--- config.mk ---
export PLATFORM = sky130hd
export DESIGN_NAME = rv_writeback
export DESIGN_NICKNAME = d
export VERILOG_FILES = /design/src/hw/rv_core_pkg.sv /design/src/hw/rv_writeback.sv
export SDC_FILE = /design/constraint.sdc
export NUM_CORES = 1
export LEC_CHECK = 0
export BUFFER_PORTS_ARGS = -buffer_cell sky130_fd_sc_hd__buf_2
export CAP_MARGIN = 20
export CORE_MARGIN = 1.5
export CORE_UTILIZATION = 36
export DETAILED_ROUTE_END_ITERATION = 7
export PLACE_DENSITY = 0.82
export SETUP_SLACK_MARGIN = 0.3
export SLEW_MARGIN = 20
export SYNTH_ARGS = -nofsm -noshare
export SYNTH_HDL_FRONTEND = slang
export SYNTH_SLANG_ARGS = --single-unit
--- constraint.sdc ---
create_clock -name vclk -period 1.65
set_input_delay 0.165 -clock vclk [all_inputs]
set_output_delay 0.165 -clock vclk [all_outputs]
set_load 0.005 [all_outputs]
--- src/hw/rv_core_pkg.sv ---
package rv_core_pkg;

    typedef logic [31:0] xlen_t;
    typedef logic [31:0] instr_t;
    typedef logic [4:0]  reg_addr_t;
    typedef logic [3:0]  byte_en_t;
    typedef logic [2:0]  funct3_t;
    typedef logic [6:0]  opcode_t;

    localparam xlen_t reset_pc = 32'h0000_0000;

    // base opcodes, low two bits are always 11
    localparam opcode_t op_load   = 7'b0000011;
    localparam opcode_t op_imm    = 7'b0010011;
    localparam opcode_t op_auipc  = 7'b0010111;
    localparam opcode_t op_store  = 7'b0100011;
    localparam opcode_t op_reg    = 7'b0110011;
    localparam opcode_t op_lui    = 7'b0110111;
    localparam opcode_t op_branch = 7'b1100011;
    localparam opcode_t op_jalr   = 7'b1100111;
    localparam opcode_t op_jal    = 7'b1101111;
    localparam opcode_t op_system = 7'b1110011;

    // encoded exactly as funct3
    typedef enum logic [2:0] {
        alu_add  = 3'b000,
        alu_sll  = 3'b001,
        alu_slt  = 3'b010,
        alu_sltu = 3'b011,
        alu_xor  = 3'b100,
        alu_srl  = 3'b101,
        alu_or   = 3'b110,
        alu_and  = 3'b111
    } alu_op_t;

    typedef enum logic [1:0] {
        wb_alu = 2'b00,
        wb_mem = 2'b10,
        wb_pc4 = 2'b11
    } wb_src_t;

    typedef enum logic [3:0] {
        st_idle, st_fetch, st_fetch_wait, st_decode,
        st_reg_reg, st_lui, st_reg_imm, st_auipc,
        st_jal, st_branch, st_jalr, st_load,
        st_load_wait, st_store, st_store_wait, st_ecall
    } ctrl_state_t;

    typedef struct packed {
        logic    alua_src;
        logic    alub_src;
        alu_op_t alu_op;
        logic    sub;
        logic    arithmetic;
        logic    alupc_src;
        logic    pc_src;
        logic    pc_en;
        wb_src_t wb_src;
        logic    wr_reg_en;
        logic    ir_en;
        logic    mem_addr_src;
    } datapath_ctrl_t;

    typedef struct packed {
        logic zero;
        logic negative;
        logic carry_out;
        logic overflow;
    } alu_flags_t;

    typedef struct packed {
        opcode_t   opcode;
        funct3_t   funct3;
        logic [6:0] funct7;
        reg_addr_t rs1;
        reg_addr_t rs2;
        reg_addr_t rd;
        xlen_t     imm;
    } decoded_t;

endpackage

--- src/hw/rv_writeback.sv ---
`timescale 1ns/100ps

module rv_writeback (
    input  rv_core_pkg::wb_src_t wb_src,
    input  rv_core_pkg::funct3_t funct3,
    input  logic [1:0]           addr_low,
    input  rv_core_pkg::xlen_t   mem_rdata,
    input  rv_core_pkg::xlen_t   alu_result,
    input  rv_core_pkg::xlen_t   pc,
    input  rv_core_pkg::xlen_t   rs2_data,
    output rv_core_pkg::xlen_t   wr_data,
    output rv_core_pkg::xlen_t   mem_wdata
);
    import rv_core_pkg::*;

    xlen_t lane_data;
    xlen_t load_data;
    logic  fill;

    // move the addressed lane down to bit 0
    assign lane_data = mem_rdata >> {addr_low, 3'b000};

    always_comb begin
        case (funct3[1:0])
            2'b00: begin
                fill      = ~funct3[2] & lane_data[7];
                load_data = {{24{fill}}, lane_data[7:0]};
            end
            2'b01: begin
                fill      = ~funct3[2] & lane_data[15];
                load_data = {{16{fill}}, lane_data[15:0]};
            end
            default: begin
                fill      = 1'b0;
                load_data = lane_data;
            end
        endcase
    end

    // byte enables pick the lane, so repeat the data in every lane
    assign mem_wdata = (funct3[1:0] == 2'b00) ? {4{rs2_data[7:0]}} :
                       (funct3[1:0] == 2'b01) ? {2{rs2_data[15:0]}} : rs2_data;

    always_comb begin
        case (wb_src)
            wb_mem:  wr_data = load_data;
            wb_pc4:  wr_data = pc + 32'd4;
            default: wr_data = alu_result;
        endcase
    end

endmodule

==> results.md <==
* Fin crit share at 1.107
* Largest net degree at the start of global routing at 29
* Synth Area per Inst at 6.445 um2
* Max-cap violations at 0
* Register area at 0 um2
* Hold Buf Count CTS at 0
* Die ar. at 6638 um2
* Fin nets at 719
* Fillers at 398
* Net count after synthesis at 480
* Max IR drop VDD at 0.1692 mV
* CP Capture Type: output pin
* I/O pin count at 199
* Post-route design area at 4395 um2
* Max-Slew Margin vs Limit at 0.7033
* DR DRC count at 0
* Critical path peak fanout at 8
* Crit Path Class: in2out
* 1st-pass router iterations at 5
* Area occupied by multi-input gates at 2532 um2
* Max Transition Viols Final at 0
* Startpoint type of the worst setup path: input pin
* Global-route wire length before repair at 16660 um
* Fin cells at 657
* Placed cell count at 632
* RSZ-0062 raised after global routing: yes
* Core area at 5921 um2
* Synthesized area at 2217 um2
* Final design utilization at 0.7424
* TNS Setup at -1244 ps
* Share of layout cells above drive strength 1 at 0.6248
* Rows at 28
* Lkg Pwr at 2.157 nW
* DR WL/cell at 19.18 um
* Yosys warns at 0
* Commonest non-fill, non-tap cell in the layout: buf_2
* Initial DRC Count at 280
* Post-Syn Instances at 344
* I/O Buffers at 199
* Max frequency at 0.5474 GHz
* Seq cells at 0
* Vias in the first global route at 3537
* Total Routing Usage GR at 0.3237
* Commonest non-fill, non-tap cells in the layout: buf_2, nand2_1, buf_4
* WP data required at 1480 ps
* Final setup fails at 20
* Setup slack after layout at -176.7 ps
* PD cells at 266.4 nW/um2
* Via density at 5.939
* Clock buffer count at 0
* Area delta synth->final at 98.25%
* Critical path data arrival time at 1660 ps
* HP Class: in2out
* Routed WL at 12600 um
* Post-DRT Antenna Nets at 0
* Status: complete, but fails checks
* Routability cong. at 0.8580
* DP Wirelength at 8421 um
* Die Wd at 81.48 um
* Initial Util at 0.3745
* Cell variety after synth at 46
* Slew at the pin closest to its max-slew limit at 440.4 ps
* Final hold violations at 0
* GR Overflow Total at 0
* Sequential cell area fraction in the yosys report at 0
* Tmin final at 1827 ps
* Via count at 3902
* Placed inst area at 3550 um2
* Die Span Y at 81.48 um
* Failing checks: setup timing
* Initial antenna violation count at 1
cell type report:
type / instances / area share
timing repair buffer: 270 / 0.3977
multi-input combinational: 306 / 0.5761
antenna: 1 / 0.0005693
tap: 75 / 0.02135
inverter: 5 / 0.004270
synth_stat cells (8+ instances only):
master / number / share of area
nand4_1: 10 / 0.028
nand2_1: 52 / 0.088
mux2_2: 18 / 0.091
o211ai_1: 14 / 0.047
mux2i_1: 20 / 0.090
o21ai_0: 20 / 0.045
a21oi_1: 32 / 0.072
nand3_1: 10 / 0.023
nor2b_1: 25 / 0.071
xor2_1: 21 / 0.083
buf_2: 8 / 0.018
clkbuf_1: 15 / 0.025
nor2_1: 20 / 0.034
buf_4: 9 / 0.030
stage by stage:
step | power, mW | hold slack, ps | setup slack [ps]
6_report | 1.171 | 543.5 | -176.7
5_1_grt | 1.242 | 567.7 | -230.7
4_1_cts | 1.065 | 543.8 | -83.46
3_5_place_dp | 0.8921 | 543.8 | -129.0
3_3_place_gp | 0.8747 | 544.6 | -123.8
2_1_floorplan | 0.4205 | 410.8 | 95.88
critical path, cell delays in order:
cell and delay (ps):
buf_6 70, nand4_1 220, buf_4 240, nor2_4 220
nand4_2 160, xor2_1 210, a311oi_1 210, buf_2 170
worst paths after layout:
kind | from | endpoint | slack [ps] | depth (start not counted)
setup / recovery | pc[11] | wr_data[29] | -180 | 8
hold / removal | rs2_data[0] | mem_wdata[0] | 540 | 2
timing repair:
action	4_1_cts	5_1_grt
endpoints found under the setup margin	32	38
cloned	2	0
gates resized for setup	104	32
buffers inserted	13	9
pin swaps	47	31
cell families after synthesis:
family,count (synthesis),synth area share
muxes,38,0.1817
and+or+nand+nor,148,0.3651
buffers and inverters,39,0.08578
adders and majority gates,1,0.005642
AOI/OAI and AO/OA,90,0.2511
xor gates and xnor gates,28,0.1106
power breakdown:
part / switching, mW / internal [mW]
clock network: 0 / 0.0000000813
registers: 0 / 0
logic: 0.580 / 0.591
total: 0.580 / 0.591
metal layers:
layer	vias to the layer above	global-route usage	wire length [um]
met5	-	0	0
met4	0	0.1345	758
met2	324	0.6306	6347
met3	74	0.03333	1248
met1	1789	0.3492	4246
li1	1715	-	-
(Power assumes the default switching activity.)
