<file path="src/hw/rv_core_pkg.sv">
package rv_core_pkg;

    typedef logic [31:0] xlen_t;
    typedef logic [31:0] instr_t;
    typedef logic [4:0]  reg_addr_t;
    typedef logic [3:0]  byte_en_t;
    typedef logic [2:0]  funct3_t;
    typedef logic [6:0]  opcode_t;

    localparam xlen_t reset_pc = 32'h0000_0000;

    // base opcodes, low two bits are always 11
    localparam opcode_t op_load   = 7'b0000011;
    localparam opcode_t op_imm    = 7'b0010011;
    localparam opcode_t op_auipc  = 7'b0010111;
    localparam opcode_t op_store  = 7'b0100011;
    localparam opcode_t op_reg    = 7'b0110011;
    localparam opcode_t op_lui    = 7'b0110111;
    localparam opcode_t op_branch = 7'b1100011;
    localparam opcode_t op_jalr   = 7'b1100111;
    localparam opcode_t op_jal    = 7'b1101111;
    localparam opcode_t op_system = 7'b1110011;

    // encoded exactly as funct3
    typedef enum logic [2:0] {
        alu_add  = 3'b000,
        alu_sll  = 3'b001,
        alu_slt  = 3'b010,
        alu_sltu = 3'b011,
        alu_xor  = 3'b100,
        alu_srl  = 3'b101,
        alu_or   = 3'b110,
        alu_and  = 3'b111
    } alu_op_t;

    typedef enum logic [1:0] {
        wb_alu = 2'b00,
        wb_mem = 2'b10,
        wb_pc4 = 2'b11
    } wb_src_t;

    typedef enum logic [3:0] {
        st_idle, st_fetch, st_fetch_wait, st_decode,
        st_reg_reg, st_lui, st_reg_imm, st_auipc,
        st_jal, st_branch, st_jalr, st_load,
        st_load_wait, st_store, st_store_wait, st_ecall
    } ctrl_state_t;

    typedef struct packed {
        logic    alua_src;
        logic    alub_src;
        alu_op_t alu_op;
        logic    sub;
        logic    arithmetic;
        logic    alupc_src;
        logic    pc_src;
        logic    pc_en;
        wb_src_t wb_src;
        logic    wr_reg_en;
        logic    ir_en;
        logic    mem_addr_src;
    } datapath_ctrl_t;

    typedef struct packed {
        logic zero;
        logic negative;
        logic carry_out;
        logic overflow;
    } alu_flags_t;

    typedef struct packed {
        opcode_t   opcode;
        funct3_t   funct3;
        logic [6:0] funct7;
        reg_addr_t rs1;
        reg_addr_t rs2;
        reg_addr_t rd;
        xlen_t     imm;
    } decoded_t;

endpackage

</file>
<file path="src/hw/rv_register_file.sv">
`timescale 1ns/100ps

module rv_register_file (
    input  logic                  clock,
    input  logic                  reset,
    input  rv_core_pkg::reg_addr_t rs1,
    input  rv_core_pkg::reg_addr_t rs2,
    input  rv_core_pkg::reg_addr_t rd,
    input  logic                  wr_en,
    input  rv_core_pkg::xlen_t    wr_data,
    output rv_core_pkg::xlen_t    rs1_data,
    output rv_core_pkg::xlen_t    rs2_data
);
    import rv_core_pkg::*;

    xlen_t regs [32];

    always_ff @(posedge clock or posedge reset) begin
        if (reset) begin
            for (int i = 0; i < 32; i++) begin
                regs[i] <= '0;
            end
        end else if (wr_en && rd != '0) begin
            regs[rd] <= wr_data;
        end
    end

    // x0 never written so it reads back zero
    assign rs1_data = regs[rs1];
    assign rs2_data = regs[rs2];

endmodule

</file>
<file path="config.mk">
export PLATFORM = sky130hd
export DESIGN_NAME = rv_register_file
export DESIGN_NICKNAME = d
export VERILOG_FILES = /design/src/hw/rv_core_pkg.sv /design/src/hw/rv_register_file.sv
export SDC_FILE = /design/constraint.sdc
export NUM_CORES = 2
export LEC_CHECK = 0
export BUFFER_PORTS_ARGS = -buffer_cell sky130_fd_sc_hd__buf_2
export CORE_MARGIN = 3
export CORE_UTILIZATION = 56
export DETAILED_ROUTE_END_ITERATION = 7
export PLACE_DENSITY = 0.71
export REMOVE_ABC_BUFFERS = 1
export SLEW_MARGIN = 20
export SYNTH_ARGS = -nofsm -noshare
export SYNTH_HDL_FRONTEND = slang
export SYNTH_SLANG_ARGS = --single-unit
</file>
<file path="constraint.sdc">
create_clock -name clock -period 71.9 [get_ports clock]
set_input_delay 14.38 -clock clock [delete_from_list [all_inputs] [get_ports clock]]
set_output_delay 14.38 -clock clock [all_outputs]
set_load 0.03 [all_outputs]
</file>
==> flow_summary_export.csv <==
group,metric,value,unit
cells_and_area,top_register,"regs",
worst_setup_path,critPathCaptureType,"output port",
yosys,synth-seq-area-share,0.458,
global_route,grt_overflow,0,
sta,hold_viol,0,
worst_setup_path,path_max_fanout,120,
cts,cts_hold_buffers,0,
worst_setup_path,worstSetupPathType,"primary input to output port",
cts,htreeDepth,3,
cells_and_area,finalInstanceArea,60000,um2
yosys,yosys_register_bits,1024,
run,cap_violations,0,
cts,clock_sinks,1024,
worst_setup_path,cp_slowest_cell,"buf_4",
die,die_y,322,um
routing,wirelength_met1,71.6,mm
power_and_ir_drop,power_density,27.4,nW/um2
hold_path,min_path_type,"flip-flop to flip-flop",
cells_and_area,top_regs,"regs (1024)",
cells_and_area,layout.nets,4480,
global_route,grt_pass1_vias,38550,
cells_and_area,largest_register_ffs,1024,
global_route,grt_pass1_wl,244,mm
cts,cts_buffer_depth,3,
sta,slew_violations,0,
worst_setup_path,arrival,19.64,ns
sta,fin_crit,34.02,ns
global_route,grt_max_degree,164,
die,fp.dieArea,104000,um2
routing,met2WireLength,74.3,mm
cts,clk_pin_slew,0.06,ns
sta,relSlewSlack,0.199,
routing,ant_nets,0,
die,ios,114,
placement,place_area,56400,um2
sta,max_freq,29.4,MHz
cts,cts_repair_resize_count,0,
cts,postCtsSetupBuffers,0,
cts,cts_buffers,107,
power_and_ir_drop,leakagePower,28.5,nW
die,rows,115,
routing,vias,38503,
routing,remaining_drc_errors,0,
yosys,syn-instance-count,4602,
placement,port_buffers,113,
cts,clock_latency,0.67,ns
routing,wl_per_cell,28.0,um
sta,fin_skew,0,ns
global_route,antenna_found_initial,4,
die,start_util,0.567,
routing,vias_per_cell,6.63,
sta,setup-violations-final,0,
sta,fin_crit_sh,0.473,
cells_and_area,drive_gt1_frac,0.303,
global_route,track_usage,0.310,
power_and_ir_drop,peakVddDrop,0.0191,mV
routing,firstDrtPassIters,6,
routing,wl,163,mm
routing,drt_iter0_markers,3942,
status,outcome,"completed",
worst_setup_path,cp_cell_sequence,"buf_8 > buf_12 > buf_4 > buf_4 > buf_4 > mux2i_1 > a22o_1 > nor3_1 > a31oi_1 > nand3_1 > buf_2",
sta,rsz0062_at_grt,"no",
die,coreArea,98700,um2
worst_setup_path,critical_path.startpoint_type,"primary input",
die,fp.dieW,322,um
routing,wl_met3,12.0,mm
cells_and_area,area_delta_synth_final,7.24,%
worst_setup_path,worstPathRequired,57.52,ns
routing,top_layer,"met5",
yosys,yosys_warnings,0,
placement,hpwlAfterDp,81.4,mm
yosys,avgSynthCellArea,12.2,um2
sta,worst_pin_slew,1.20,ns
worst_setup_path,cp_slowest_stage_delay,0.85,ns
placement,gp_congestion,0.789,
yosys,ys_types,29,
cts,clock-root-buffer,"clkbuf_16",
yosys,syn_area,55900,um2
cts,cts_tree,"yes",
worst_setup_path,timing.critical_path.mode_cell,"buf_4",
sta,finalSetupTns,0,ns
-- layer usage --
metal	GRT usage	up-vias
met1	0.442	20082
met3	0.0519	291
met2	0.487	1522
met4	0.0950	4
li1	-	16604
met5	0	-
-- kinds of logic after synthesis --
family,synth area share
compound gates,0.0701
buf+inv,0.0449
flops,0.458
mux,0.383
simple gates,0.0440
-- power breakdown --
| part | leakage [nW] | switching, mW | internal, mW |
|---|---|---|---|
| logic | 13.6 | 0.155 | 0.165 |
| registers | 13.1 | 0.0832 | 0.686 |
| clock network | 1.75 | 0.233 | 0.323 |
-- synth_stat cells (all sizes together) --
master / number / area, um2
dfrtp: 1024 / 25600
nor3: 65 / 325
mux2i: 1024 / 10200
nor3b: 4 / 45.1
and3: 1 / 6.26
a22oi: 192 / 1440
a21oi: 192 / 961
a31oi: 64 / 400
mux2: 992 / 11200
nand3: 194 / 971
buf: 244 / 1650
nand3b: 4 / 30.0
or2: 3 / 18.8
inv: 1 / 3.75
nand2: 210 / 788
nand2b: 4 / 25.0
a22o: 128 / 1120
and3b: 1 / 8.76
nor2: 19 / 191
nor2b: 4 / 25.0
or3b: 1 / 11.3
clkbuf: 229 / 860
and2: 2 / 12.5
-- worst max-delay path: cells and delay by family --
family	cells	cell delay (ns)
buffers and inverters	6	3.93
AO/OA/AOI/OAI	2	0.44
multiplexers	1	0.29
AND/OR/NAND/NOR	2	0.24
-- metrics by stage --
stage          setup slack [ns]  hold slack [ns]  cells  utilization  power [mW]
5_1_grt                   37.75            0.408   5803        0.608        1.72
4_1_cts                   38.03            0.404   5801        0.607        1.65
2_1_floorplan             28.70            0.373   4129            -       0.996
6_report                  37.88            0.400   5804        0.608        1.65
3_5_place_dp              38.04            0.390   5606        0.572        1.09
3_3_place_gp              38.10            0.384   5606        0.572        1.08
-- area by class of cell --
| type | instances | area, um2 |
|---|---|---|
| timing repair buffer | 192 | 1330 |
| multi-input combinational | 3104 | 27900 |
| fill | 7943 | 38700 |
| sequential | 1024 | 25600 |
| tap | 1287 | 1610 |
| clock buffer | 160 | 3150 |
| inverter | 1 | 11.3 |
| clock inverter | 35 | 365 |
| antenna | 1 | 2.50 |
-- worst paths after layout --
check / from / to / slack (ns) / depth (start not counted)
min reg2reg: regs[1002] / regs[1002] / 0.40 / 0
min: regs[1002] / regs[1002] / 0.40 / 0
max: rs2[1] / rs2_data[18] / 37.88 / 11
max reg2reg: regs[363] / regs[363] / 71.09 / 1
min in group asynchronous: reset / regs[65] / 13.78 / 2
max in group asynchronous: reset / regs[14] / 53.70 / 7
-- cell usage in the layout (no fill, tap or decap), types with 4 or more instances in the layout --
cell type	Yosys	final
a22oi_1	192	192
nand2_1	210	193
mux2i_1	1024	1024
a22o_1	128	128
buf_12	0	8
buf_2	109	111
nand2b_2	0	4
nor2b_4	0	4
bufinv_16	0	6
inv_6	0	4
clkbuf_1	229	26
nor2_4	16	18
nand2_2	0	17
mux2_1	38	38
clkbuf_16	0	107
nand3b_1	4	4
clkbuf_8	0	27
a21oi_1	192	192
nand3_1	194	194
buf_4	69	67
mux2_2	954	954
a31oi_1	64	64
clkinv_2	0	22
nor3_1	65	65
dfrtp_1	1024	1024
Note: power is estimated with default switching activity, not from simulation.
