### src/hw/rv_core_pkg.sv
package rv_core_pkg;

    typedef logic [31:0] xlen_t;
    typedef logic [31:0] instr_t;
    typedef logic [4:0]  reg_addr_t;
    typedef logic [3:0]  byte_en_t;
    typedef logic [2:0]  funct3_t;
    typedef logic [6:0]  opcode_t;

    localparam xlen_t reset_pc = 32'h0000_0000;

    // base opcodes, low two bits are always 11
    localparam opcode_t op_load   = 7'b0000011;
    localparam opcode_t op_imm    = 7'b0010011;
    localparam opcode_t op_auipc  = 7'b0010111;
    localparam opcode_t op_store  = 7'b0100011;
    localparam opcode_t op_reg    = 7'b0110011;
    localparam opcode_t op_lui    = 7'b0110111;
    localparam opcode_t op_branch = 7'b1100011;
    localparam opcode_t op_jalr   = 7'b1100111;
    localparam opcode_t op_jal    = 7'b1101111;
    localparam opcode_t op_system = 7'b1110011;

    // encoded exactly as funct3
    typedef enum logic [2:0] {
        alu_add  = 3'b000,
        alu_sll  = 3'b001,
        alu_slt  = 3'b010,
        alu_sltu = 3'b011,
        alu_xor  = 3'b100,
        alu_srl  = 3'b101,
        alu_or   = 3'b110,
        alu_and  = 3'b111
    } alu_op_t;

    typedef enum logic [1:0] {
        wb_alu = 2'b00,
        wb_mem = 2'b10,
        wb_pc4 = 2'b11
    } wb_src_t;

    typedef enum logic [3:0] {
        st_idle, st_fetch, st_fetch_wait, st_decode,
        st_reg_reg, st_lui, st_reg_imm, st_auipc,
        st_jal, st_branch, st_jalr, st_load,
        st_load_wait, st_store, st_store_wait, st_ecall
    } ctrl_state_t;

    typedef struct packed {
        logic    alua_src;
        logic    alub_src;
        alu_op_t alu_op;
        logic    sub;
        logic    arithmetic;
        logic    alupc_src;
        logic    pc_src;
        logic    pc_en;
        wb_src_t wb_src;
        logic    wr_reg_en;
        logic    ir_en;
        logic    mem_addr_src;
    } datapath_ctrl_t;

    typedef struct packed {
        logic zero;
        logic negative;
        logic carry_out;
        logic overflow;
    } alu_flags_t;

    typedef struct packed {
        opcode_t   opcode;
        funct3_t   funct3;
        logic [6:0] funct7;
        reg_addr_t rs1;
        reg_addr_t rs2;
        reg_addr_t rd;
        xlen_t     imm;
    } decoded_t;

endpackage

### src/hw/rv_execute.sv
`timescale 1ns/100ps

module rv_execute (
    input  rv_core_pkg::datapath_ctrl_t ctrl,
    input  rv_core_pkg::xlen_t          pc,
    input  rv_core_pkg::xlen_t          imm,
    input  rv_core_pkg::xlen_t          rs1_data,
    input  rv_core_pkg::xlen_t          rs2_data,
    output rv_core_pkg::xlen_t          alu_result,
    output rv_core_pkg::alu_flags_t     flags,
    output rv_core_pkg::xlen_t          mem_addr
);
    import rv_core_pkg::*;

    xlen_t      op_a;
    xlen_t      op_b;
    xlen_t      diff;
    logic       carry;
    logic       lui_zero;
    logic [4:0] shamt;

    // lui is the only state with alupc_src and no pc_src
    assign lui_zero = ctrl.alub_src & ctrl.alupc_src & ~ctrl.pc_src;

    assign op_a  = lui_zero ? '0 : (ctrl.alua_src ? pc : rs1_data);
    assign op_b  = ctrl.alub_src ? imm : rs2_data;
    assign shamt = op_b[4:0];

    // a + ~b + 1, carry set when there is no borrow
    assign {carry, diff} = {1'b0, op_a} + {1'b0, ~op_b} + 33'd1;

    assign flags.zero      = (diff == '0);
    assign flags.negative  = diff[31];
    assign flags.carry_out = carry;
    assign flags.overflow  = (op_a[31] != op_b[31]) && (diff[31] != op_a[31]);

    always_comb begin
        case (ctrl.alu_op)
            alu_add:  alu_result = ctrl.sub ? diff : op_a + op_b;
            alu_sll:  alu_result = op_a << shamt;
            alu_slt:  alu_result = {31'b0, flags.negative ^ flags.overflow};
            alu_sltu: alu_result = {31'b0, ~carry};
            alu_xor:  alu_result = op_a ^ op_b;
            alu_srl:  alu_result = ctrl.arithmetic ? xlen_t'($signed(op_a) >>> shamt)
                                                   : op_a >> shamt;
            alu_or:   alu_result = op_a | op_b;
            default:  alu_result = op_a & op_b;
        endcase
    end

    assign mem_addr = ctrl.mem_addr_src ? alu_result : pc;

endmodule

### config.mk
export PLATFORM = sky130hd
export DESIGN_NAME = rv_execute
export DESIGN_NICKNAME = d
export VERILOG_FILES = /design/src/hw/rv_core_pkg.sv /design/src/hw/rv_execute.sv
export SDC_FILE = /design/constraint.sdc
export NUM_CORES = 1
export LEC_CHECK = 0
export BUFFER_PORTS_ARGS = -buffer_cell sky130_fd_sc_hd__buf_2
export CORE_MARGIN = 3
export CORE_UTILIZATION = 55
export DETAILED_ROUTE_END_ITERATION = 8
export PLACE_DENSITY = 0.8
export REMOVE_ABC_BUFFERS = 1
export SKIP_LAST_GASP = 1
export SYNTH_ARGS = -nofsm -noshare
export SYNTH_HDL_FRONTEND = slang
export SYNTH_SLANG_ARGS = --single-unit
### constraint.sdc
create_clock -name vclk -period 19.55
set_input_delay 1.955 -clock vclk [all_inputs]
set_output_delay 1.955 -clock vclk [all_outputs]
set_load 0.02 [all_outputs]
==> out/metrics.cfg, run 1 <==
[status]
status=finished, final reports clean

[timing]
slew_headroom=0.224
finalCritPeriodShare=0.694
hold_viol=0
tightest_slew_ns=1.14
finalSetupViolCount=0
fmax_mhz=73.7
period_needed_ns=13.56
timing.setup.tns_ns=0
rsz0062_at_grt=no
drv_slew=0

[global_route]
antenna_found_initial=0
grt_overflow_total=0
grt_pass1_vias=13100
grt_max_degree=84
grt_pass1_wl_mm=76.5
track_usage=0.445

[cells_and_area]
syn_to_final_growth_pct=8.91
final_cell_mix=buf_2, o21ai_0, nor2_1
nNetsFinal=2031
regArea_um2=0
diodes=0
nFlopsAndLatches=0
clkbuf_count=0
drive_above_1_share=0.193
postLayoutCoreUtil=0.622
layout_commonest_cell=buf_2

[floorplan]
rows=50
dieArea_um2=21600
core_area_um2=19100
start_util=0.571
die_h_um=147
ios=211
die_width_um=147

[worst_setup_path]
worst-endpoint-required_ns=17.59
cpMostUsedCell=nor4_1
worstSetupEndpointType=primary output
cp_num_buf_inv=3
slowest_stage=and3b_2
worst-path-max-fanout=37
path_class=primary input to primary output
crit_arrival_ns=11.61
crit_family=simple AND/OR/NAND/NOR gates
setup.worst_path.start_class=primary input
cpPeakStageDelay_ns=0.81

[detailed_routing]
wirelength_mm=51.8
firstDrtPassIters=9
detail-route-antenna-nets=0
avgRoutedWirePerCell_um=25.4
post-route-drc-count=0
via_per_inst=7.05
drtIter0Drc=2246
routed-via-count=14400

[logic_synthesis]
synth_cell_type_count=85
yosys_warnings=0
synth_top_family_by_area=compound AO/OA/AOI/OAI gates
synth.cell_area_um2=10900
ys_seq_area_frac=0
synth_simple_gate_area_frac=0.203
synth_compound_area_frac=0.371
synth_area_per_cell_um2=6.49
synth.area.mux_share=0.177
synth_cells=1684
synthAdderAreaFrac=0.120
synth-xor-area-share=0.0296

[power]
p_total_uw=570
power_frac_comb=1.000
intPower_uw=193
p_sw_frac=0.662
seq_power_share=0
leakage_uw=0.00531
p_sw_uw=377
ir_drop_uv=32.7
clockPowerShare=0
p_per_area_nw_per_um2=47.8

[place]
post-dp-hpwl_mm=39.5
numPortBuffers=206
globalplace.congestion=1.06

[run]
drv_cap=0

[clocking]
cts-resized-gates=0
hold_buffers=0
postCtsSetupRepairBufs=0

[min_path]
min_path_type=primary input to primary output

==> cells in the mapped netlist (10+ instances only) <==
master / number / area (µm²)
buf_1: 14 / 52.6
mux2i_1: 71 / 711
xnor2_1: 32 / 280
nand3_1: 29 / 145
buf_2: 21 / 105
mux4_2: 18 / 405
a211oi_1: 26 / 195
o211ai_1: 36 / 270
nor2_1: 181 / 679
o21ai_0: 193 / 966
ha_1: 100 / 1250
o31ai_1: 16 / 120
nor2b_1: 14 / 87.6
o21bai_1: 10 / 75.1
o21a_1: 21 / 158
nand2_1: 138 / 518
o22ai_1: 19 / 119
inv_1: 123 / 462
or2_2: 10 / 62.6
a21oi_1: 141 / 706
nand2b_1: 18 / 113
mux2_2: 66 / 743
nor3_1: 35 / 175
a31oi_1: 30 / 188
nor4_1: 16 / 100
a21o_1: 13 / 97.6
clkbuf_1: 85 / 319
==> per-layer routing <==
layer,vias up,global-route usage,share of wire
met5,-,0,0
met3,238,0.0885,0.13
li1,6402,-,-
met4,0,0.233,0.067
met1,6635,0.582,0.38
met2,1137,0.692,0.42
==> final cells by class <==
class	count	area, µm²
Fill cell	1864	7230
Inverter	131	492
Multi-Input combinational cell	1422	9880
Timing Repair Buffer	230	1210
Tap cell	260	325
==> stage by stage <==
stage	area [µm²]	hold WS, ns	std cells	setup slack, ns
CTS	11900	4.27	2043	6.61
finish	11900	4.27	2043	5.99
global route	11900	4.28	2043	5.89
detailed placement	11900	4.27	2043	6.64
floorplan	10300	4.05	1553	6.79
global placement	11900	4.26	2043	6.71
==> final timing paths <==
check	endpoint	from	cells after the start	slack [ns]
max	flags[3]	ctrl[13]	26	5.99
min	mem_addr[24]	pc[24]	3	4.27
==> power by group through the flow <==
stage | clock network, µW | logic, µW | registers, µW
finish | 0 | 570 | 0
global route | 0 | 600 | 0
CTS | 0 | 545 | 0
detailed placement | 0 | 542 | 0
global placement | 0 | 534 | 0
floorplan | 0 | 362 | 0
==> cell families (layout without fill, tap and decap cells) <==
kind of cell,after synthesis,in the layout
adders and majority gates,103,103
muxes,160,160
xor gates and xnor gates,37,37
and+or+nand+nor,491,491
buffers and inverters,262,361
AOI/OAI and AO/OA,631,631
(Power assumes the default switching activity.)
==> run 2: changes to the inputs <==
--- a/config.mk
+++ b/config.mk
@@ -5,11 +5,12 @@
 export SDC_FILE = /design/constraint.sdc
 export NUM_CORES = 1
 export LEC_CHECK = 0
+export ABC_AREA = 1
 export BUFFER_PORTS_ARGS = -buffer_cell sky130_fd_sc_hd__buf_2
 export CORE_MARGIN = 3
-export CORE_UTILIZATION = 55
+export CORE_UTILIZATION = 54
 export DETAILED_ROUTE_END_ITERATION = 8
-export PLACE_DENSITY = 0.8
+export PLACE_DENSITY = 0.82
 export REMOVE_ABC_BUFFERS = 1
 export SKIP_LAST_GASP = 1
 export SYNTH_ARGS = -nofsm -noshare
==> constraint.sdc (replaced) <==
create_clock -name vclk -period 11
set_input_delay 1.1 -clock vclk [all_inputs]
set_output_delay 1.1 -clock vclk [all_outputs]
set_load 0.02 [all_outputs]
==> run 2 against run 1 <==
Net effect: the run now ends with capacitance limit left; synthesized cell count increased by 48%; non-clock buffer count decreased by 9; routed wire length increased by 12%; design area increased by 7.1%; critical path depth increased by 1; worst setup slack got worse by 3.4 ns; via count increased by 22%; core utilization decreased by 2.3 points; first-iteration DRC count increased by 44%; final cell count increased by 40%; die area increased by 9.8%; clock-buffer cell count unchanged.
==> out/metrics.cfg, run 2 <==
[timing]
slew_headroom=0.0117
period_needed_ns=8.42
hold_viol=0
fmax_mhz=119
drv_slew=0
finalCritPeriodShare=0.765
finalSetupViolCount=0
timing.setup.tns_ns=0
tightest_slew_ns=1.47
rsz0062_at_grt=no

[place]
post-dp-hpwl_mm=46.0
numPortBuffers=206
globalplace.congestion=1.08

[worst_setup_path]
setup.worst_path.start_class=primary input
crit_arrival_ns=7.32
worst-path-max-fanout=40
worstSetupEndpointType=primary output
path_class=primary input to primary output
worst-endpoint-required_ns=9.90

[cells_and_area]
syn_to_final_growth_pct=7.78
multi_input_area_um2=10100
drive_above_1_share=0.106
nFillCells=2340
clkbuf_count=0
layout_commonest_cell=nand2_1
final_cell_mix=nand2_1, nand3_1, inv_1
nNetsFinal=2833
nFlopsAndLatches=0
regArea_um2=0

[global_route]
track_usage=0.453
grt_pass1_vias=15300
antenna_found_initial=0
grt_pass1_wl_mm=86.0
grt_overflow_total=0
grt_max_degree=74

[floorplan]
rows=53
start_util=0.556
dieArea_um2=23700
ios=211
die_width_um=154
die_h_um=154
core_area_um2=21300

[logic_synthesis]
synth_area_per_cell_um2=4.75
synth_cells=2490
synth_most_common_cell=nand2_1
synth_area_leaders=nand2_1, nand3_1, ha_1, inv_1, o21ai_0
synth_cell_type_count=42
synth_common_cells=nand2_1, nand3_1, inv_1
synth.cell_area_um2=11800
yosys_warnings=0
ys_seq_area_frac=0
yosys.area.top_type=nand2_1
synth_top_area_frac=0.302

[detailed_routing]
drtIter0Drc=3240
detail-route-antenna-nets=0
firstDrtPassIters=7
wirelength_mm=57.9
post-route-drc-count=0
avgRoutedWirePerCell_um=20.2
routed-via-count=17600
via_per_inst=6.16

[run]
drv_cap=1

[clocking]
hold_buffers=0
postCtsSetupRepairBufs=0
cts-resized-gates=0

[min_path]
min_path_type=primary input to primary output
min_path_cells=4

[status]
violations=capacitance limit
status=complete, but fails checks

-- run 2: changes by cell type after synthesis, sizes merged, moves of 67 or more --
| cell | before | now |
|---|---|---|
| nand2 | 138 | 961 |
| o21ai | 196 | 129 |
| mux2 | 67 | 0 |
| mux2i | 75 | 0 |
| inv | 126 | 306 |
| nand3 | 29 | 445 |
-- run 2: per-layer routing --
metal | share of wire | routed length (µm) | global-route usage
met5 | 0 | 0 | 0
met2 | 0.41 | 23900 | 0.704
met4 | 0.070 | 4070 | 0.237
met3 | 0.15 | 8550 | 0.0954
met1 | 0.37 | 21400 | 0.587
-- run 2: worst paths after layout --
path	start	end	slack (ns)
hold / removal	pc[16]	mem_addr[16]	2.53
setup / recovery	ctrl[13]	flags[3]	2.58
-- run 2: area by class of cell --
cell class / count / area share
Tap cell: 275 / 0.0270
Antenna cell: 2 / 0.000392
Timing Repair Buffer: 221 / 0.0897
Inverter: 306 / 0.0901
Multi-Input combinational cell: 2058 / 0.793
-- run 2: per-stage QoR --
step	utilization	area [µm²]	setup WS (ns)	hold slack, ns	cells
after global routing	0.599	12700	2.27	2.55	2860
final	0.599	12800	2.58	2.53	2862
after floorplan	-	11200	3.65	2.32	2364
after detailed placement	0.599	12700	2.88	2.53	2860
after global placement	0.599	12700	3.01	2.53	2860
after CTS	0.599	12700	2.88	2.53	2860
-- run 2: worst max-delay path, cell delays in order --
cell and delay, ns:
buf_2 0.53, buf_4 0.46, nand3_4 0.58, nand2_1 0.39
inv_1 0.10, ha_1 0.54, nand2_1 0.21, nor3_1 0.24
nand2_1 0.09, nand2_1 0.14, nand2_1 0.10, nand2_1 0.15
nand2_1 0.13, nand3_1 0.12, nand4_1 0.16, o211ai_1 0.18
fa_1 0.59, nor3_1 0.23, nand3_1 0.14, nor2_1 0.15
nand3_1 0.13, nor2_1 0.14, nand4_1 0.15, nor2_1 0.14
nand4_1 0.10, nor2_1 0.11, buf_2 0.17
-- run 2: cells by family (layout without fill, tap and decap cells) --
kind of cell,Yosys count,after routing,synth area share
and+or+nand+nor,1640,1640,0.590
buffers and inverters,432,527,0.147
AOI/OAI and AO/OA,312,312,0.150
adders and majority gates,103,103,0.111
xor gates and xnor gates,3,3,0.00222
other,0,2,0
