[config.mk]
export PLATFORM = sky130hd
export DESIGN_NAME = rv_fetch_decode
export DESIGN_NICKNAME = d
export VERILOG_FILES = /design/src/hw/rv_core_pkg.sv /design/src/hw/rv_fetch_decode.sv
export SDC_FILE = /design/constraint.sdc
export NUM_CORES = 1
export LEC_CHECK = 0
export BUFFER_PORTS_ARGS = -buffer_cell sky130_fd_sc_hd__buf_2
export CELL_PAD_IN_SITES_DETAIL_PLACEMENT = 1
export CELL_PAD_IN_SITES_GLOBAL_PLACEMENT = 2
export CORE_AREA = 2 2 133 135
export CTS_CLUSTER_SIZE = 40
export DETAILED_ROUTE_END_ITERATION = 10
export DIE_AREA = 0 0 135 137
export PLACE_DENSITY = 0.93
export REMOVE_ABC_BUFFERS = 1
export SLEW_MARGIN = 10
export SYNTH_ARGS = -nofsm -noshare
export SYNTH_HDL_FRONTEND = slang
export SYNTH_SLANG_ARGS = --single-unit
[constraint.sdc]
create_clock -name clock -period 6.9 [get_ports clock]
set_input_delay 0 -clock clock [delete_from_list [all_inputs] [get_ports clock]]
set_output_delay 0 -clock clock [all_outputs]
set_load 0.005 [all_outputs]
[src/hw/rv_core_pkg.sv]
package rv_core_pkg;

    typedef logic [31:0] xlen_t;
    typedef logic [31:0] instr_t;
    typedef logic [4:0]  reg_addr_t;
    typedef logic [3:0]  byte_en_t;
    typedef logic [2:0]  funct3_t;
    typedef logic [6:0]  opcode_t;

    localparam xlen_t reset_pc = 32'h0000_0000;

    // base opcodes, low two bits are always 11
    localparam opcode_t op_load   = 7'b0000011;
    localparam opcode_t op_imm    = 7'b0010011;
    localparam opcode_t op_auipc  = 7'b0010111;
    localparam opcode_t op_store  = 7'b0100011;
    localparam opcode_t op_reg    = 7'b0110011;
    localparam opcode_t op_lui    = 7'b0110111;
    localparam opcode_t op_branch = 7'b1100011;
    localparam opcode_t op_jalr   = 7'b1100111;
    localparam opcode_t op_jal    = 7'b1101111;
    localparam opcode_t op_system = 7'b1110011;

    // encoded exactly as funct3
    typedef enum logic [2:0] {
        alu_add  = 3'b000,
        alu_sll  = 3'b001,
        alu_slt  = 3'b010,
        alu_sltu = 3'b011,
        alu_xor  = 3'b100,
        alu_srl  = 3'b101,
        alu_or   = 3'b110,
        alu_and  = 3'b111
    } alu_op_t;

    typedef enum logic [1:0] {
        wb_alu = 2'b00,
        wb_mem = 2'b10,
        wb_pc4 = 2'b11
    } wb_src_t;

    typedef enum logic [3:0] {
        st_idle, st_fetch, st_fetch_wait, st_decode,
        st_reg_reg, st_lui, st_reg_imm, st_auipc,
        st_jal, st_branch, st_jalr, st_load,
        st_load_wait, st_store, st_store_wait, st_ecall
    } ctrl_state_t;

    typedef struct packed {
        logic    alua_src;
        logic    alub_src;
        alu_op_t alu_op;
        logic    sub;
        logic    arithmetic;
        logic    alupc_src;
        logic    pc_src;
        logic    pc_en;
        wb_src_t wb_src;
        logic    wr_reg_en;
        logic    ir_en;
        logic    mem_addr_src;
    } datapath_ctrl_t;

    typedef struct packed {
        logic zero;
        logic negative;
        logic carry_out;
        logic overflow;
    } alu_flags_t;

    typedef struct packed {
        opcode_t   opcode;
        funct3_t   funct3;
        logic [6:0] funct7;
        reg_addr_t rs1;
        reg_addr_t rs2;
        reg_addr_t rd;
        xlen_t     imm;
    } decoded_t;

endpackage

[src/hw/rv_fetch_decode.sv]
`timescale 1ns/100ps

module rv_fetch_decode (
    input  logic                        clock,
    input  logic                        reset,
    input  rv_core_pkg::datapath_ctrl_t ctrl,
    input  rv_core_pkg::xlen_t          mem_rdata,
    input  rv_core_pkg::xlen_t          alu_result,
    output rv_core_pkg::decoded_t       dec,
    output rv_core_pkg::xlen_t          pc
);
    import rv_core_pkg::*;

    instr_t ir;
    xlen_t  jump_target;

    always_ff @(posedge clock or posedge reset) begin
        if (reset) begin
            pc <= reset_pc;
        end else if (ctrl.pc_en) begin
            pc <= ctrl.pc_src ? jump_target : pc + 32'd4;
        end
    end

    // instruction register, loaded as a fetch completes
    always_ff @(posedge clock) begin
        if (ctrl.ir_en) begin
            ir <= mem_rdata;
        end
    end

    // jalr clears bit 0 of rs1 + imm
    assign jump_target = ctrl.alupc_src ? {alu_result[31:1], 1'b0} : pc + dec.imm;

    assign dec.opcode = ir[6:0];
    assign dec.rd     = ir[11:7];
    assign dec.funct3 = ir[14:12];
    assign dec.rs1    = ir[19:15];
    assign dec.rs2    = ir[24:20];
    assign dec.funct7 = ir[31:25];

    always_comb begin
        case (ir[6:0])
            op_load, op_imm, op_jalr, op_system:
                dec.imm = {{20{ir[31]}}, ir[31:20]};
            op_store:
                dec.imm = {{20{ir[31]}}, ir[31:25], ir[11:7]};
            op_branch:
                dec.imm = {{19{ir[31]}}, ir[31], ir[7], ir[30:25], ir[11:8], 1'b0};
            op_lui, op_auipc:
                dec.imm = {ir[31:12], 12'h000};
            op_jal:
                dec.imm = {{11{ir[31]}}, ir[31], ir[19:12], ir[20], ir[30:21], 1'b0};
            default:
                dec.imm = '0;
        endcase
    end

    a_pc_aligned: assert property (
        @(posedge clock) disable iff (reset) pc[1:0] == 2'b00);

endmodule

==> impl_metrics.json, run 1 <==
{
  "hold_viol_final": 0,
  "ios": 177,
  "hold-path-cell-count": 3,
  "start_util_pct": 31.25,
  "post_cts_buffers": 0,
  "drt_iter0_drc": 388,
  "grt.busiest_layer": "met2",
  "drtPass1Iterations": 5,
  "h-tree-depth": 3,
  "reg2reg_to": "pc[20]$_DFFE_PP0P_",
  "start_kind": "register",
  "grt_remaining_overflow": 0,
  "clkTransAtPathRegs_ns": 0.06,
  "viasPerCell": 5.648,
  "worst_pin_slew_ns": 0.9599,
  "syn_area_um2": 5330,
  "row_count": 48,
  "utilization_pct": 40.96,
  "synth-xor-area-share_pct": 4.272,
  "fin_tns_setup_ns": 0,
  "gp_congestion": 0.8927,
  "synth-seq-cells": 64,
  "synthToLayoutAreaGrowth_pct": 31.06,
  "antenna_found_initial": 0,
  "drive_above_1_share_pct": 25.62,
  "fmax_mhz": 240.2,
  "critPathLaunch": "ir[3]$_DFFE_PP_",
  "clkSinkCount": 64,
  "drv_cap": 0,
  "cp_max_fo": 7,
  "core_um2": 17060,
  "gr-usage-met3_pct": 4.111,
  "rr_startpoint": "ir[3]$_DFFE_PP_",
  "hold_end": "pc[14]$_DFFE_PP0P_",
  "endpoint_kind": "register",
  "met2_usage_pct": 40.89,
  "synth_top_family_by_area": "compound AO/OA/AOI/OAI gates",
  "yosysTopAreaCell": "edfxtp_1",
  "cp.arrival_ns": 4.44,
  "die_w_um": 135,
  "synth.distinct_cells": 76,
  "cts_buffer_depth": 2,
  "synth-main-ff-cell": "edfxtp_1",
  "min_path_type": "primary input to register",
  "min_period_ns": 4.162,
  "cts_tree": "built",
  "power_density_nw_per_um2": 209.4,
  "total_power_mw": 1.463,
  "grt_pass1_vias": 5899,
  "cp.required_ns": 7.18,
  "io_buffer_count": 164,
  "grt_usage_pct": 23.75,
  "cts_inserted_buffers": 9,
  "synthMuxAreaShare_pct": 1.573,
  "drv_slew": 0,
  "via_count": 5834,
  "die_area_um2": 18500,
  "synth_edf_count": 32,
  "path_class": "register to register",
  "grt_max_degree": 68,
  "yosys.area_share.simple_pct": 17.42,
  "worst_clock_skew_ns": 0.01149,
  "setup_viol": 0,
  "die_h_um": 137,
  "yosysTopAreaCellShare_pct": 18.03,
  "reg2reg_depth": 15,
  "max_slew_margin_pct": 36.01,
  "place_hpwl_um": 16250,
  "synthAdderAreaFrac_pct": 7.887,
  "num-nets-final": 917,
  "hold_slack_ns": 0.007748,
  "synth-async-reset-ratio_pct": 50.00,
  "peakVddDrop_v": 0.0001276,
  "r2r_slack_ns": 2.74,
  "synthTopCellsByArea": "edfxtp_1 (18%), dfrtp_1 (15%), ha_1 (7.5%)",
  "fin_crit_sh_pct": 60.32,
  "wire_per_inst_um": 21.09,
  "dpl.cell_count": 978,
  "grt_pass1_wl_um": 33550,
  "clk_latency_ns": 0.36,
  "placed_area_um2": 6316,
  "routed_wl_um": 21790,
  "synth-compound-area-share_pct": 32.35,
  "fin_area_um2": 6985,
  "n_antenna_cell": 0,
  "rsz0062_at_grt": "false",
  "finalWorstSetupSlack_ns": 2.738,
  "yosysWarnings": 0,
  "drc": 0,
  "min_from": "alu_result[14]",
  "status": "finished clean",
  "fin_cells": 1033,
  "pre_cts_ws_ns": 2.782,
  "synth_area_per_cell_um2": 8.611,
  "antenna_left": 0,
  "leakage_nw": 3.341,
  "seq_area_frac_synth_pct": 33.05,
  "met1_usage_pct": 30.06,
  "syn_inst": 619,
  "cts_root_buffer": "clkbuf_16"
}
-- report_power, final --
part           total (mW)  internal (mW)  switching (mW)  leakage, nW
clock network       0.445          0.246           0.199        0.130
logic               0.469          0.207           0.262         2.52
registers           0.549          0.457          0.0922        0.690
total                1.46          0.910           0.553         3.34
-- layout by cell type (no fill, tap or decap), drive strengths merged, types with 4 or more instances in the layout --
cell type,n
a31oi,19
o21a,4
a21boi,5
edfxtp,32
and3,12
nand3,12
a21oi,55
xor2,11
clkbuf,9
nand4,4
a22o,6
xnor2,15
inv,19
and2,14
o21ai,55
nor4,6
o211ai,7
a21o,38
nor3,13
o22ai,8
nand2b,7
mux2i,5
ha,32
a22oi,4
a211oi,12
nor2,45
nand2,58
dlygate4sd3,39
dfrtp,32
nor2b,4
buf,165
-- metal layers --
layer | vias to the layer above | part of all wire (%)
met3 | 42 | 4.5
met5 | - | 0
met4 | 0 | 2.9
met1 | 2886 | 44
li1 | 2729 | -
met2 | 177 | 49
-- registers in the layout, summed over array words and instances, names as in the netlist --
name and cells:
pc 32, ir 32
-- cells in the mapped netlist, drive strengths merged, types with 3 or more instances --
master   number
edfxtp       32
and2         14
nor4          6
nand4         4
ha           32
or2           3
mux2          3
a211oi       12
o32ai         3
a31o          3
xor2         11
a221oi        3
buf           8
o211ai        7
a21o         38
o2111ai       3
a21oi        55
a311oi        3
mux2i         5
dfrtp        32
a41oi         3
o21ai        55
nand3        12
nor3         13
nor2         45
and3         12
a21boi        5
nand2        58
o22ai         8
o31ai         3
o21a          4
clkbuf       23
a22oi         4
o21bai        3
a31oi        19
nor2b         4
inv          16
nand2b        7
xnor2        15
a22o          6
-- logic make-up (layout without fill, tap and decap cells) --
| logic type | count (synthesis) | in the layout |
|---|---|---|
| AO/OA/AOI/OAI | 254 | 254 |
| XOR/XNOR | 26 | 26 |
| adder cells (fa/ha/maj) | 33 | 33 |
| buffers and inverters | 47 | 236 |
| flip-flops | 64 | 64 |
| multiplexers | 8 | 8 |
| AND/OR/NAND/NOR | 187 | 187 |
-- critical path, stage by stage (launching register included) --
cell and delay (ns):
edfxtp_1 0.45, or2_1 0.34, nor3_2 0.44, nand2_1 0.09
o21ai_0 0.23, ha_1 0.26, inv_1 0.07, fa_1 0.40
nor2b_1 0.28, o2111ai_1 0.22, a21oi_1 0.34, o21ai_1 0.18
o21ai_1 0.26, a211oi_1 0.14, o311a_1 0.30, nor2_1 0.08
-- final cells by class --
cell class,instances,area (µm²)
Tap cell,225,281.5
Clock inverter,7,53.80
Multi-Input combinational cell,508,3385
Inverter,16,60.06
Timing Repair Buffer,204,1219
Clock buffer,9,225.2
Fill cell,2092,10070
Sequential cell,64,1762
-- worst max-delay path by stage --
stage | to | slack, ns | cells after the start
floorplan | pc[29]$_DFFE_PP0P_ | 3.35 | 16
global placement | pc[29]$_DFFE_PP0P_ | 2.85 | 12
detailed placement | pc[29]$_DFFE_PP0P_ | 2.78 | 12
CTS | pc[29]$_DFFE_PP0P_ | 2.77 | 16
global route | pc[30]$_DFFE_PP0P_ | 2.40 | 15
finish | pc[20]$_DFFE_PP0P_ | 2.74 | 15
-- timing repair --
action,4_1_cts,5_1_grt
hold buffers,39,0
resized for setup,0,0
hold endpoints to repair,70,0
No activity file was read; power rests on OpenSTA's default activity.
==> run 2: changes to the inputs <==
Settings changed: CORE_AREA 2 2 133 135 to 2 2 144 146, DIE_AREA 0 0 135 137 to 0 0 146 148, PLACE_DENSITY 0.93 to 0.84.
Clock period 6.9 ns to 3.8 ns, I/O delays scaled along.
==> impl_metrics.json, run 2 (synthesis gave the netlist of run 1 again) <==
{
  "grt_pass1_wl_um": 34960,
  "max_slew_margin_pct": 44.61,
  "critPathBufInv": 3,
  "total_power_mw": 2.990,
  "gp_congestion": 0.8955,
  "cts_root_buffer": "clkbuf_16",
  "drive_above_1_share_pct": 30.81,
  "grt_usage_pct": 20.87,
  "clkTransAtPathRegs_ns": 0.06,
  "cts_tree": "built",
  "layout_commonest_cell": "buf_2",
  "cts_buffer_depth": 2,
  "place_hpwl_um": 17130,
  "die_h_um": 148,
  "status": "finished clean",
  "hold_end": "pc[15]$_DFFE_PP0P_",
  "via_count": 5863,
  "drt_iter0_drc": 283,
  "grt_remaining_overflow": 0,
  "worst_path_max_delay_cell": "edfxtp_1",
  "leakage_nw": 3.576,
  "min_from": "alu_result[15]",
  "cp_max_fo": 7,
  "cp.arrival_ns": 3.85,
  "crit_path_max_incr_delay_ns": 0.49,
  "reg2reg_to": "pc[30]$_DFFE_PP0P_",
  "clkSinkCount": 64,
  "peakVddDrop_v": 0.0002181,
  "reg2reg_depth": 18,
  "cp.required_ns": 4.05,
  "cts_inserted_buffers": 9,
  "num-nets-final": 953,
  "die_area_um2": 21610,
  "hold_viol_final": 0,
  "grt_pass1_vias": 6002,
  "antenna_left": 0,
  "setup_viol": 0,
  "rsz0062_at_grt": "true",
  "crit_chain": "buf_4, nor3_1, a31oi_1, nor2_1, nand2_1, o21ai_1, ha_2, inv_1, fa_1, nor2b_2, o2111ai_2, a21oi_2, o2111ai_2, buf_4, a21oi_2, o21ai_1, mux2i_1, a211oi_1",
  "start_util_pct": 26.60,
  "pre_cts_ws_ns": 0.05830,
  "die_w_um": 146,
  "power_density_nw_per_um2": 397.2,
  "grt_max_degree": 66,
  "synthToLayoutAreaGrowth_pct": 41.22,
  "path_class": "register to register",
  "dpl.cell_count": 1054,
  "drc": 0,
  "clk_latency_ns": 0.36,
  "antenna_found_initial": 1,
  "start_kind": "register",
  "min_path_type": "primary input to register",
  "hold-path-cell-count": 4,
  "final_cell_mix": "buf_2 (164), nand2_1 (56), a21oi_1 (50)",
  "fin_cells": 1115,
  "drv_cap": 0,
  "drv_slew": 0,
  "fmax_mhz": 277.8,
  "viasPerCell": 5.258,
  "min_period_ns": 3.600,
  "cp_top_family": "compound AO/OA/AOI/OAI gates",
  "wire_per_inst_um": 20.41,
  "worst_clock_skew_ns": 0.01693,
  "worst_pin_slew_ns": 0.8309,
  "rr_startpoint": "ir[6]$_DFFE_PP_",
  "h-tree-depth": 3,
  "io_buffer_count": 164,
  "ios": 177,
  "drtPass1Iterations": 4,
  "routed_wl_um": 22760,
  "top_regs": "ir x32, pc x32",
  "fin_crit_sh_pct": 94.74,
  "finalWorstSetupSlack_ns": 0.1999,
  "core_um2": 20040,
  "r2r_slack_ns": 0.20,
  "endpoint_kind": "register",
  "row_count": 52
}
[run 2: cell types whose count changed in the layout (fill, tap and decap cells not counted), sizes merged]
cell	delta
clkinvlp	-2
buf	+37
diode	+1
dlygate4sd3	-1
inv	-4
clkbuf	+2
bufinv	+4
[run 2: worst reg2reg max path: stages, from the launching register on]
cell and delay [ns]:
edfxtp_1 0.49, buf_4 0.19, nor3_1 0.18, a31oi_1 0.06
nor2_1 0.14, nand2_1 0.07, o21ai_1 0.14, ha_2 0.24
inv_1 0.05, fa_1 0.40, nor2b_2 0.19, o2111ai_2 0.17
a21oi_2 0.24, o2111ai_2 0.14, buf_4 0.17, a21oi_2 0.16
o21ai_1 0.12, mux2i_1 0.13, a211oi_1 0.24
[run 2: final cells by class]
class,count,area (µm²)
timing repair buffer,240,1499
clock inverter,5,128.9
clock buffer,11,242.7
antenna,1,2.502
inverter,16,60.06
fill,2424,12510
tap,270,337.8
sequential,64,1762
multi-input combinational,508,3495
[run 2: worst max-delay path by stage]
stage / depth (start not counted) / slack (ns) / startpoint / endpoint
final: 18 / 0.20 / ir[6]$_DFFE_PP_ / pc[30]$_DFFE_PP0P_
after global routing: 14 / -0.06 / ir[5]$_DFFE_PP_ / pc[8]$_DFFE_PP0P_
after CTS: 16 / 0.02 / ir[1]$_DFFE_PP_ / pc[28]$_DFFE_PP0P_
after detailed placement: 16 / 0.06 / ir[0]$_DFFE_PP_ / pc[28]$_DFFE_PP0P_
after global placement: 14 / 0.10 / ir[2]$_DFFE_PP_ / pc[24]$_DFFE_PP0P_
after floorplan: 16 / 0.25 / ir[2]$_DFFE_PP_ / pc[29]$_DFFE_PP0P_
[run 2: power breakdown]
group          leakage (nW)  switching, mW  internal, mW
Combinational          2.71          0.499         0.429
Clock                 0.180          0.344         0.727
Sequential            0.690          0.161         0.829
[run 2: through the flow]
stage	area (µm²)	utilization, %	hold slack [ns]	setup TNS (ns)
after floorplan	5206	-	0.08573	0
after global placement	6618	33.02	0.1413	0
after detailed placement	6618	33.02	0.1387	0
after CTS	7370	36.78	0.002485	0
after global routing	7527	37.56	0.02829	-0.1116
final	7527	37.56	0.007279	0
[run 2: repair_timing]
action | CTS | global route
hold endpoints to repair | 69 | 0
buffers inserted | 0 | 6
hold buffers | 38 | 0
resized for setup | 0 | 27
endpoints found under the setup margin | 0 | 20
[run 2: per-layer routing]
metal / global-route usage, % / vias to the layer above / wire [µm]
met5: 0 / - / 0
met2: 36.67 / 142 / 11290
met1: 26.39 / 2890 / 10070
met3: 3.148 / 31 / 869
met4: 6.602 / 0 / 528
li1: - / 2800 / -
==> run 3: changes to the inputs <==
Settings changed: ABC_AREA set to 1, CORE_AREA 2 2 144 146 to 2 2 159 161, DIE_AREA 0 0 146 148 to 0 0 161 163, PLACE_DENSITY 0.84 to 0.85, RECOVER_POWER set to 50.
==> impl_metrics.json, run 3 <==
{
  "critPathLaunch": "ir[4]$_DFFE_PP_",
  "drv_slew": 66,
  "start_kind": "register",
  "top_regs": "ir x32, pc x32",
  "synthTopCellsByCount": "nand2_1 (296), nor2_1 (160), inv_1 (108)",
  "cts_root_buffer": "clkbuf_16",
  "violations": "max-capacitance violations, max-slew violations",
  "grt_pass1_wl_um": 40660,
  "antenna_left": 0,
  "row_count": 58,
  "synthTopCellsByArea": "nand2_1 (18%), edfxtp_1 (16%), dfrtp_1 (13%)",
  "grt_remaining_overflow": 0,
  "grt_max_degree": 41,
  "yosysTopAreaCell": "nand2_1",
  "fin_crit_sh_pct": 88.78,
  "synth-async-reset-ratio_pct": 50.00,
  "yosysMostFrequentCell": "nand2_1",
  "antenna_found_initial": 0,
  "hold_viol_final": 0,
  "drive_above_1_share_pct": 17.18,
  "fin_area_um2": 7935,
  "clkPwrFrac_pct": 33.0,
  "min_period_ns": 3.374,
  "cts_buffer_depth": 2,
  "synth-main-ff-cell": "edfxtp_1",
  "seq_area_frac_synth_pct": 29.02,
  "h-tree-depth": 3,
  "worst_clock_skew_ns": 0.01147,
  "fillers": 3234,
  "peakVddDrop_v": 0.0001972,
  "regArea_um2": 1762,
  "critPathMostFrequentCell": "nand2_1",
  "fin_tns_setup_ns": 0,
  "leakage_nw": 4.074,
  "die_area_um2": 26240,
  "combPwrFrac_pct": 33.8,
  "core_um2": 24670,
  "cts_inserted_buffers": 9,
  "min_path_type": "primary input to register",
  "rsz0062_at_grt": "true",
  "placed_area_um2": 7258,
  "syn_inst": 964,
  "place_hpwl_um": 21300,
  "drtPass1Iterations": 4,
  "yosysWarnings": 0,
  "die_w_um": 161,
  "swShare_pct": 40.13,
  "syn_area_um2": 6070,
  "routed_wl_um": 26310,
  "start_util_pct": 24.60,
  "yosysTopAreaCellShare_pct": 18.31,
  "ios": 177,
  "layout_commonest_cell": "nand2_1",
  "p_seq_share_pct": 33.2,
  "setup_viol": 0,
  "cp_max_fo": 4,
  "clkSinkCount": 64,
  "max_slew_margin_pct": -32.55,
  "endpoint_kind": "register",
  "gp_congestion": 0.9315,
  "fmax_mhz": 296.4,
  "wire_per_inst_um": 17.61,
  "clk_latency_ns": 0.35,
  "worst_path_max_delay_cell": "edfxtp_1",
  "crit_chain": "inv_1, nand2_1, nor4_1, a22o_1, ha_1, inv_1, fa_1, nand3b_1, nand2_1, nand2_1, nand2_1, nand3_1, nand2_1, xor2_1, o21ai_1, a21oi_1",
  "final_cell_mix": "nand2_1 (296), nor2_1 (158), buf_2 (150)",
  "synth_edf_count": 32,
  "die_h_um": 163,
  "p_switching_mw": 1.178,
  "rr_startpoint": "ir[4]$_DFFE_PP_",
  "synth.distinct_cells": 38,
  "utilization_pct": 32.16,
  "synthToLayoutAreaGrowth_pct": 30.74,
  "clkTransAtPathRegs_ns": 0.07,
  "drc": 0,
  "crit_path_max_incr_delay_ns": 0.40,
  "multiInputGateArea_um2": 3791,
  "path_class": "register to register",
  "synth_area_per_cell_um2": 6.296,
  "viasPerCell": 4.670,
  "worst_pin_slew_ns": 1.988,
  "cp.required_ns": 4.08,
  "status": "finished with violations",
  "post_cts_buffers": 0,
  "grt_pass1_vias": 7459,
  "n_antenna_cell": 0,
  "p_int_mw": 1.757,
  "via_count": 6977,
  "min_from": "alu_result[20]",
  "drt_iter0_drc": 323,
  "cp.arrival_ns": 3.66,
  "grt_usage_pct": 20.38,
  "io_buffer_count": 164,
  "num-nets-final": 1273,
  "drv_cap": 2,
  "synth-seq-cells": 64,
  "cts_tree": "built",
  "power_density_nw_per_um2": 369.9
}
-- run 3: cell count changes after synthesis, sizes merged, moves of 13 or more --
cell   before  now
a21o       38    3
and2       14    1
inv        16  117
a31oi      19    5
nor2       45  165
nand2      58  300
nand3      12   61
o21ai      55   36
-- run 3: path summary, 6_finish.rpt --
path / end / slack [ns] / depth (start not counted)
worst max-delay path: pc[14]$_DFFE_PP0P_ / 0.43 / 16
max in group asynchronous: pc[13]$_DFFE_PP0P_ / 1.73 / 4
min in group asynchronous: pc[21]$_DFFE_PP0P_ / 0.91 / 4
worst max register to register: pc[14]$_DFFE_PP0P_ / 0.43 / 16
worst min-delay path: pc[20]$_DFFE_PP0P_ / 0.03 / 5
worst min register to register: pc[0]$_DFFE_PP0P_ / 0.55 / 2
-- run 3: metal layers --
| metal | GRT usage (%) | part of all wire (%) | vias to the layer above |
|---|---|---|---|
| met5 | 0 | 0 | - |
| met4 | 7.508 | 3.3 | 0 |
| met3 | 3.387 | 3.7 | 43 |
| met2 | 35.70 | 48 | 160 |
| li1 | - | - | 3508 |
| met1 | 25.20 | 45 | 3266 |
-- run 3: metrics by stage --
stage	std cells	hold WS (ns)	worst slack, ns	power [mW]
finish	1494	0.03473	0.4265	2.935
global route	1494	0.05033	-0.002769	3.126
CTS	1494	0.02741	0.3709	2.963
detailed placement	1442	0.1381	0.4224	1.945
global placement	1442	0.1367	0.4856	1.920
floorplan	943	0.09887	0.7812	1.519
-- run 3: repair_timing --
action	in CTS	in global routing
hold buffers	36	0
hold endpoints to repair	67	0
resized for setup	0	3
setup endpoints to repair	0	3
-- run 3: power groups by stage --
stage / logic, mW / registers, mW / clock network, mW
2_1_floorplan: 0.591 / 0.929 / 0
4_1_cts: 0.996 / 0.971 / 0.996
3_5_place_dp: 0.960 / 0.985 / 0
6_report: 0.993 / 0.974 / 0.968
5_1_grt: 1.12 / 0.989 / 1.02
3_3_place_gp: 0.938 / 0.981 / 0
-- run 3: worst max-delay path: cells and delay by family (launching register included) --
family / cells / cell delay, ns
AND/OR/NAND/NOR: 8 / 1.29
XOR/XNOR: 1 / 0.29
AO/OA/AOI/OAI: 3 / 0.49
flip-flops: 1 / 0.40
adder cells (fa/ha/maj): 2 / 0.66
buffers and inverters: 2 / 0.17
-- run 3: cell type report --
type | instances | area share, %
Clock buffer | 9 | 2.838
Clock inverter | 7 | 1.293
Inverter | 118 | 5.582
Multi-Input combinational cell | 761 | 47.78
Sequential cell | 64 | 22.20
Tap cell | 330 | 5.203
Timing Repair Buffer | 205 | 15.11
-- run 3: kinds of logic (layout without fill, tap and decap cells) --
kind of cell / after synthesis / after routing / synth area share (%)
compound gates: 133 / 133 / 12.27
simple gates: 566 / 566 / 38.94
fa+ha+maj: 33 / 33 / 6.926
buf+inv: 139 / 339 / 8.658
xor+xnor: 29 / 29 / 4.185
flops: 64 / 64 / 29.02
